<file path="config.mk">
export PLATFORM = sky130hd
export DESIGN_NAME = turfio_cout_top
export DESIGN_NICKNAME = d
export VERILOG_FILES = /design/src/design/turfio_cout_pkg.sv /design/src/design/cout_response_sequencer.sv /design/src/design/cout_lane.sv /design/src/design/cout_output_stage.sv /design/src/design/turfio_cout_top.sv
export VERILOG_INCLUDE_DIRS = /design/src /design/src/design
export SDC_FILE = /design/constraint.sdc
export NUM_CORES = 1
export LEC_CHECK = 0
export BUFFER_PORTS_ARGS = -buffer_cell sky130_fd_sc_hd__buf_2
export CORE_MARGIN = 10
export CORE_UTILIZATION = 54
export CTS_CLUSTER_DIAMETER = 80
export DETAILED_ROUTE_END_ITERATION = 8
export PLACE_DENSITY_LB_ADDON = 0.05
export SYNTH_ARGS = -nofsm -noshare
export SYNTH_HDL_FRONTEND = slang
export SYNTH_HIERARCHICAL = 1
export SYNTH_SLANG_ARGS = --single-unit
</file>
<file path="constraint.sdc">
create_clock -name sysclk_i -period 4.3 [get_ports sysclk_i]
set_input_delay 0.645 -clock sysclk_i [delete_from_list [all_inputs] [get_ports sysclk_i]]
set_output_delay 0.645 -clock sysclk_i [all_outputs]
set_load 0.02 [all_outputs]
</file>
<file path="src/design/turfio_cout_defs.svh">
`ifndef TURFIO_COUT_DEFS_SVH
`define TURFIO_COUT_DEFS_SVH

// Number of SURF return lanes on the board
`define COUT_NUM_SURF 7

// Parallel width per sysclk cycle, as fed to a 4:1 DDR serializer
// Bit 0 leaves the pin first
`define COUT_NIB_W 4

// Fixed pattern sent on COUTTIO and all lanes while training
`define COUT_TRAIN_WORD 32'hA55A6996

// Pin polarity swaps, one bit per lane
// Bit i set means lane i has its P/N pair swapped on the board
`define COUT_LANE_INV 7'b0100101

// COUTTIO pair swap
`define COUT_COUTTIO_INV 1'b1

// Transmit clock pair swap
`define COUT_TXCLK_INV 1'b0

`endif

</file>
<file path="src/design/turfio_cout_pkg.sv">
`include "turfio_cout_defs.svh"

package turfio_cout_pkg;

    // Response word as captured from the response port
    // Seen either as one 32-bit word for capture
    // or as eight nibbles for the per-cycle shift out
    typedef union packed {
        logic [31:0] word;
        // Nibble 0 is the first one sent
        logic [(32/`COUT_NIB_W)-1:0][`COUT_NIB_W-1:0] nib;
    } cout_word_u;

    // All SURF lanes side by side
    // lane[i] is the nibble going out on T_COUT pin i this cycle
    typedef struct packed {
        logic [`COUT_NUM_SURF-1:0][`COUT_NIB_W-1:0] lane;
    } cout_lane_bus_t;

endpackage

</file>
<file path="src/design/cout_response_sequencer.sv">
`timescale 1ns/1ps
`include "turfio_cout_defs.svh"

// Response sequencer for the COUTTIO return path
// Keeps an 8-cycle phase, captures one word per period
// and hands it out a nibble at a time, low nibble first
module cout_response_sequencer (
    input  logic                   sysclk_i,
    input  logic                   reset_i,
    // Level, selects the training word at capture
    input  logic                   train_i,
    // Pulse marking cycle 0 of the period
    input  logic                   sync_i,
    input  logic [31:0]            response_i,
    // Current low nibble of the hold register
    output logic [`COUT_NIB_W-1:0] train_nib_o,
    // Registered training flag for the lanes
    output logic                   train_mode_o
);

    import turfio_cout_pkg::*;

    // Phase on which the hold register reloads
    localparam logic [2:0] CAPTURE_PHASE = 3'd7;

    // Position within the 8-cycle period
    logic [2:0] phase;

    // Word being shifted out
    cout_word_u hold;

    // Word that would be captured this cycle
    cout_word_u next_word;

    // train_i after one register
    logic train_q;

    // Training pattern wins over the response port
    always_comb begin
        next_word.word = train_i ? `COUT_TRAIN_WORD : response_i;
    end

    always_ff @(posedge sysclk_i) begin
        if (reset_i) begin
            phase     <= 3'd0;
            hold.word <= 32'd0;
            train_q   <= 1'b0;
        end else begin
            // sync_i marks cycle 0, so the following cycle is phase 1
            if (sync_i) begin
                phase <= 3'd1;
            end else begin
                // Wraps naturally at 8
                phase <= phase + 3'd1;
            end

            // Load at the end of the period, otherwise shift down
            if (phase == CAPTURE_PHASE) begin
                hold <= next_word;
            end else begin
                // Zero fill from the top nibble
                hold.nib <= {{`COUT_NIB_W{1'b0}}, hold.nib[(32/`COUT_NIB_W)-1:1]};
            end

            train_q <= train_i;
        end
    end

    // Nibble 0 of a fresh capture shows up right after the capture edge
    assign train_nib_o = hold.nib[0];

    // Same flag drives every lane
    assign train_mode_o = train_q;

endmodule

</file>
<file path="src/design/cout_lane.sv">
`timescale 1ns/1ps
`include "turfio_cout_defs.svh"

// One SURF return lane
// Reclocks the lane's SURF nibble, swaps in training data
// when asked, and applies the lane's pin polarity
module cout_lane #(
    // Set when this lane's P/N pair is swapped
    parameter bit LANE_INV = 1'b0
) (
    input  logic                   sysclk_i,
    input  logic                   reset_i,
    input  logic                   train_mode_i,
    input  logic [`COUT_NIB_W-1:0] train_nib_i,
    // This lane's slice of the SURF response bus
    input  logic [`COUT_NIB_W-1:0] surf_nib_i,
    output logic [`COUT_NIB_W-1:0] lane_nib_o
);

    // Polarity bit spread across the nibble
    localparam logic [`COUT_NIB_W-1:0] INV_MASK = {`COUT_NIB_W{LANE_INV}};

    // SURF nibble after the input register
    logic [`COUT_NIB_W-1:0] surf_q;

    // Nibble picked for this cycle, before inversion
    logic [`COUT_NIB_W-1:0] sel_nib;

    // Lane output register, polarity already applied
    logic [`COUT_NIB_W-1:0] lane_q;

    // Training replaces the SURF data entirely
    assign sel_nib = train_mode_i ? train_nib_i : surf_q;

    always_ff @(posedge sysclk_i) begin
        if (reset_i) begin
            surf_q <= '0;
            // Zero data, seen through the pin swap
            lane_q <= INV_MASK;
        end else begin
            surf_q <= surf_nib_i;
            lane_q <= sel_nib ^ INV_MASK;
        end
    end

    assign lane_nib_o = lane_q;

endmodule

</file>
<file path="src/design/cout_output_stage.sv">
`timescale 1ns/1ps
`include "turfio_cout_defs.svh"

// Output stage ahead of the serializers
// Retimes the lane bus, lines COUTTIO up with the lanes
// and produces the transmit clock pattern
module cout_output_stage #(
    parameter bit COUTTIO_INV = 1'b0,
    parameter bit TXCLK_INV   = 1'b0
) (
    input  logic                           sysclk_i,
    input  logic                           reset_i,
    input  turfio_cout_pkg::cout_lane_bus_t lanes_i,
    // Low nibble of the sequencer hold register
    input  logic [`COUT_NIB_W-1:0]         train_nib_i,
    output turfio_cout_pkg::cout_lane_bus_t lanes_o,
    output logic [`COUT_NIB_W-1:0]         couttio_o,
    output logic [`COUT_NIB_W-1:0]         txclk_o
);

    import turfio_cout_pkg::*;

    // High then low in each DDR slot pair, slot 0 first
    localparam logic [`COUT_NIB_W-1:0] TXCLK_PATTERN = 4'b0101;

    localparam logic [`COUT_NIB_W-1:0] COUTTIO_MASK = {`COUT_NIB_W{COUTTIO_INV}};
    localparam logic [`COUT_NIB_W-1:0] TXCLK_MASK   = {`COUT_NIB_W{TXCLK_INV}};

    // Per-lane pin swaps on the board
    localparam logic [`COUT_NUM_SURF-1:0] LANE_INV_MASK = `COUT_LANE_INV;

    // Lane bus one cycle behind the lane registers
    cout_lane_bus_t lanes_q;

    // COUTTIO pipeline, two deep to match lane reclock plus this stage
    logic [`COUT_NIB_W-1:0] couttio_q1;
    logic [`COUT_NIB_W-1:0] couttio_q2;

    // Transmit clock word
    logic [`COUT_NIB_W-1:0] txclk_q;

    always_ff @(posedge sysclk_i) begin
        if (reset_i) begin
            // Zero data on every lane, each through its own pin swap
            for (int i = 0; i < `COUT_NUM_SURF; i++) begin
                lanes_q.lane[i] <= {`COUT_NIB_W{LANE_INV_MASK[i]}};
            end
            couttio_q1 <= COUTTIO_MASK;
            couttio_q2 <= COUTTIO_MASK;
            txclk_q    <= TXCLK_MASK;
        end else begin
            // Pure retiming of lane data
            lanes_q    <= lanes_i;
            // Invert on entry so both stages carry pin polarity
            couttio_q1 <= train_nib_i ^ COUTTIO_MASK;
            couttio_q2 <= couttio_q1;
            // Constant once out of reset
            txclk_q    <= TXCLK_PATTERN ^ TXCLK_MASK;
        end
    end

    assign lanes_o   = lanes_q;
    assign couttio_o = couttio_q2;
    assign txclk_o   = txclk_q;

endmodule

</file>
<file path="src/design/turfio_cout_top.sv">
`timescale 1ns/1ps
`include "turfio_cout_defs.svh"

// COUT return path top, sysclk domain only
// Sequencer feeds COUTTIO and the training nibble,
// one lane per SURF, then a shared output stage
module turfio_cout_top (
    input  logic                                     sysclk_i,
    input  logic                                     reset_i,
    // Training enable, level
    input  logic                                     train_i,
    // Cycle 0 of the period, one cycle wide
    input  logic                                     sync_i,
    input  logic [31:0]                              response_i,
    // Lane i on bits 4i to 4i+3
    input  logic [`COUT_NUM_SURF*`COUT_NIB_W-1:0]    surf_response_i,
    output turfio_cout_pkg::cout_lane_bus_t          t_cout_o,
    output logic [`COUT_NIB_W-1:0]                   couttio_o,
    output logic [`COUT_NIB_W-1:0]                   txclk_o
);

    import turfio_cout_pkg::*;

    // Per-lane pin swaps
    localparam logic [`COUT_NUM_SURF-1:0] LANE_INV_MASK = `COUT_LANE_INV;

    // Training nibble, shared by all lanes and COUTTIO
    logic [`COUT_NIB_W-1:0] train_nib;

    // Registered training flag
    logic train_mode;

    // Lane register outputs
    cout_lane_bus_t lane_bus;

    cout_response_sequencer u_seq (
        .sysclk_i     (sysclk_i),
        .reset_i      (reset_i),
        .train_i      (train_i),
        .sync_i       (sync_i),
        .response_i   (response_i),
        .train_nib_o  (train_nib),
        .train_mode_o (train_mode)
    );

    // One lane per SURF, each on its own slice of the response bus
    for (genvar i = 0; i < `COUT_NUM_SURF; i++) begin : g_lane
        cout_lane #(
            .LANE_INV (LANE_INV_MASK[i])
        ) u_lane (
            .sysclk_i     (sysclk_i),
            .reset_i      (reset_i),
            .train_mode_i (train_mode),
            .train_nib_i  (train_nib),
            .surf_nib_i   (surf_response_i[i*`COUT_NIB_W +: `COUT_NIB_W]),
            .lane_nib_o   (lane_bus.lane[i])
        );
    end

    cout_output_stage #(
        .COUTTIO_INV (`COUT_COUTTIO_INV),
        .TXCLK_INV   (`COUT_TXCLK_INV)
    ) u_out (
        .sysclk_i    (sysclk_i),
        .reset_i     (reset_i),
        .lanes_i     (lane_bus),
        .train_nib_i (train_nib),
        .lanes_o     (t_cout_o),
        .couttio_o   (couttio_o),
        .txclk_o     (txclk_o)
    );

endmodule

</file>
=== Word-level counts from Yosys, hierarchy flattened ===
Index checks and enable logic that the tools add are counted.

* Word-level logic and storage cells: 51
* Output and inout bits: 36
* Flip-flop bits (word level): 131
* Bits of input ports: 64

* Equality and inequality tests: 1
* Bitwise logic cells: 5
* Reduce and logical (&&, ||, !) cells: 3
* Add/subtract/negate cells: 1
* Muxes and demuxes: 11

{| class="wikitable"
|+ Operator list
! operator !! number
|-
| $mux W32 || 1
|-
| $mux W28 || 1
|-
| $mux W4 || 7
|-
| $not A4 Y4 || 4
|-
| $reduce_or A2 Y1 || 2
|-
| $add A3 B1 Y3 const B || 1
|-
| $eq A3 B3 Y1 const B || 1
|-
| $mux W3 || 1
|-
| $reduce_or A3 Y1 || 1
|-
| $mux W1 || 1
|-
| $not A1 Y1 || 1
|}

=== Longest topological paths before layout ===
* Word-level depth: 3
* Mapped depth: 7
* Mapped depth without buffers: 4

=== Hierarchy ===
Netlist, hierarchy kept.

{| class="wikitable"
|+ By module, submodules not included
! module !! seq. area each (µm²) !! instances !! area an instance (µm²) !! cells an instance
|-
| cout_response_sequencer || 720.7 || 1 || 1418.9 || 134
|-
| cout_output_stage || 740.7 || 1 || 1037.2 || 81
|-
| cout_lane (g_lane[1].u_lane ...) || 160.2 || 4 || 251.5 || 21
|-
| cout_lane (g_lane[0].u_lane ...) || 160.2 || 3 || 261.5 || 21
|}

=== Least setup slack after synthesis ===
Ideal clock, no wire load.

* Path kind: flip-flop to flip-flop
* Start: reg u_seq.phase[0]
* End: reg u_seq/hold[10] (netlist bit)
* Path buffers: 3
* Stages on the path, launching flop included: 8
* Library setup time: 116 ps
* Arrival: 1350 ps
* Setup slack: 2835 ps
* Period minus slack after synthesis: 1465 ps
* Data required time: 4184 ps
* Path through: dfxtp_1 > ha_1 > ha_1 > buf_6 > nor2b_4 > buf_6 > buf_6 > a31o_1

* Cells in the longest elaborated chain, start to end: 2

{| class="wikitable"
|+ RTL lines
! what !! line !! text
|-
| start, declared || cout_response_sequencer.sv:27 || <nowiki>logic [2:0] phase;</nowiki>
|-
| start signal, assigned || cout_response_sequencer.sv:54 || <nowiki>phase <= phase + 3'd1;</nowiki>
|-
| $eq A3 B3 Y1 || cout_response_sequencer.sv:58 || <nowiki>if (phase == CAPTURE_PHASE) begin</nowiki>
|-
| $mux W28 || cout_response_sequencer.sv:58 ||
|-
| end signal, assigned || cout_response_sequencer.sv:59 || <nowiki>hold <= next_word;</nowiki>
|-
| end, declared || cout_response_sequencer.sv:30 || <nowiki>cout_word_u hold;</nowiki>
|}

No other way between the ends.
A chain may end at the register's enable or synchronous reset.

=== Worst setup path in the final report ===
* Start: reg u_seq.phase[0]
* End: reg u_seq/hold[21] (netlist bit)

Same word-level chain as after synthesis.

==> metrics.txt <==
endpoints failing hold 0; HP Class input port to flip-flop; RSZ-0062 raised after global routing no; met1 WL 3480 um; met2 wire len around 3700 um; CTS tree yes; Layout Skew between 0.005 and 0.006 ns; most common cell after layout, fill and taps aside dfxtp_1; clock buffer depth 2; vias per inst between 4 and 5; f_max 0.503 GHz; Detailed Place HPWL slightly above 5000 um; Antenna Nets Post-Route 0; Initial Util between 50% and 60%; detailed-route via count 2,537; status finished clean; P&R area growth vs syn 23.1%; Crit Path Max Fanout 28; DR DRC count 0; Startpoint Class flip-flop; CTS Hold Buffers Added 0; final worst-path cycle share 46.2%; CTS Buf Count 17; vias in the first global route ~2.6k; Syn Area/Cell ~12 um^2; Synth Warn # 6; Max Cap Viol 0; initial antenna violation count 0; Yosys cell types 23; slew margin rel. approximately two fifths; largest net degree at the start of global routing 76; DR WL/cell roughly 14 um; Clock transition at path regs 0.06 ns; FP Rows 32; crit path kind flip-flop to flip-flop; synthesized area roughly 0.0042 mm^2; IO Count 100; postcts setup bufs 0; Met3 Wirelength 621 um; total gr overflow 0; most frequent cells in the layout dfxtp_1, buf_2, nor2b_1; die area 0.0118 mm^2; CTS resizes 0; highest routed layer met4; Nets between 500 and 600; layout cells sized above 1 a little under a third; leak pwr between 0.002 and 0.0025 uW; Pwr Total around 2700 uW; Yosys reg bits roughly 130; H-tree depth 4; RePlAce Congestion about 0.74; wirelength, routed 7810 um; global-route wire length before repair about 12,000 um; Slew @ Worst Pin ~0.9 ns; total core area about 0.0077 mm^2; Post-Synthesis Cells 362; DRT Pass-1 Iters 5; Antenna diodes 0; total negative slack 0 ns; final slew viol count 0; CP endpoint kind flip-flop; GRT Util Overall a little over an eighth; Port Buffers between 90 and 100; # setup viols final 0; Worst EP required 4.74 ns; starting DRC count in detailed routing 90; Critical Path AT 2.43 ns; worst vdd ir about 0.32 mV; Root Buffer clkbuf_8; Clock Latency Late Sink 0.50 ns; clk sinks 129; post-layout min period between 1.5 and 2 ns; DIE HEIGHT between 100 and 150 um; Power per Cell Area around 520 mW/mm^2; Die Wd ~110 um; sequential fraction of the synthesis area 60.8%
worst max-delay path, cell delays in order (launching register included):
cell and delay [ns]:
dfxtp_1 0.34, ha_1 0.15, ha_1 0.14, buf_4 0.28, nor2b_4 0.74, a32o_1 0.27
metrics by stage:
stage	setup WS (ns)	instances	cell area (um^2)	utilization (%)	hold slack [ns]
detailed placement	2.19	537	4640	60.4	0.388
floorplan	2.83	363	4250	-	0.383
global placement	2.22	537	4640	60.4	0.387
CTS	2.31	568	5230	68.0	0.324
finish	2.31	568	5230	68.0	0.346
global route	2.18	568	5230	68.0	0.330
cell families after synthesis:
group                    count (synthesis)  synth area share [%]
multiplexers                            28                  6.60
buffers and inverters                   44                  7.10
AND/OR/NAND/NOR                        129                  17.6
flip-flops                             129                  60.8
AO/OA/AOI/OAI                           29                  7.16
other                                    1                0.0883
adder cells (fa/ha/maj)                  2                 0.589
synth_stat cells, drive strengths merged:
| master | instances | share of area (%) |
|---|---|---|
| conb | 1 | 0.088 |
| dfxtp | 129 | 61 |
| buf | 25 | 5.4 |
| or2 | 28 | 4.1 |
| nor3b | 11 | 1.9 |
| a32o | 4 | 0.94 |
| clkbuf | 2 | 0.18 |
| nor2b | 40 | 6.1 |
| and2b | 6 | 1.1 |
| mux2i | 28 | 6.6 |
| and3 | 2 | 0.29 |
| nand2b | 6 | 0.88 |
| inv | 17 | 1.5 |
| nand3b | 1 | 0.18 |
| ha | 2 | 0.59 |
| nor2 | 35 | 3.1 |
| a31o | 9 | 1.9 |
| a21oi | 2 | 0.24 |
| a211oi | 14 | 4.1 |
power by group:
| part | switching (uW) | internal (uW) |
|---|---|---|
| Sequential | 13.9 | 1230 |
| Clock | 504 | 876 |
| Combinational | 54.8 | 52.7 |
| Total | 573 | 2160 |
flip-flops by register name, indices dropped and copies added (netlist names):
| name | flops |
|---|---|
| g_lane.u_lane/surf_q | 28 |
| u_out/txclk_o | 1 |
| u_out/couttio_o | 4 |
| u_out/couttio_q1 | 4 |
| u_seq/train_mode_o | 1 |
| u_out/lanes_o | 28 |
| u_seq/phase | 3 |
| g_lane.u_lane/lane_nib_o | 28 |
| u_seq/hold | 32 |
worst paths after layout:
kind	startpoint	endpoint	slack (ns)	cells after the start
min reg2reg	u_out/couttio_q1[2]	u_out/couttio_o[2]	0.40	1
max	u_seq/phase[0]	u_seq/hold[21]	2.31	5
min	response_i[31]	u_seq/hold[31]	0.35	3
max reg2reg	u_seq/phase[0]	u_seq/hold[21]	2.31	5
routing by layer:
layer  vias to the layer above  track usage (%)
met5                         -                0
met4                         0             5.65
met3                         6             6.49
met2                        75             21.5
met1                      1106             15.7
li1                       1350                -
area by class of cell:
type / instances / area, um^2
inverter: 17 / 63.8
multi-input combinational: 190 / 1370
clock inverter: 14 / 168
sequential: 129 / 2580
fill: 648 / 2460
clock buffer: 17 / 414
tap: 102 / 128
timing repair buffer: 99 / 503
Power figures use the tool's default switching activity.
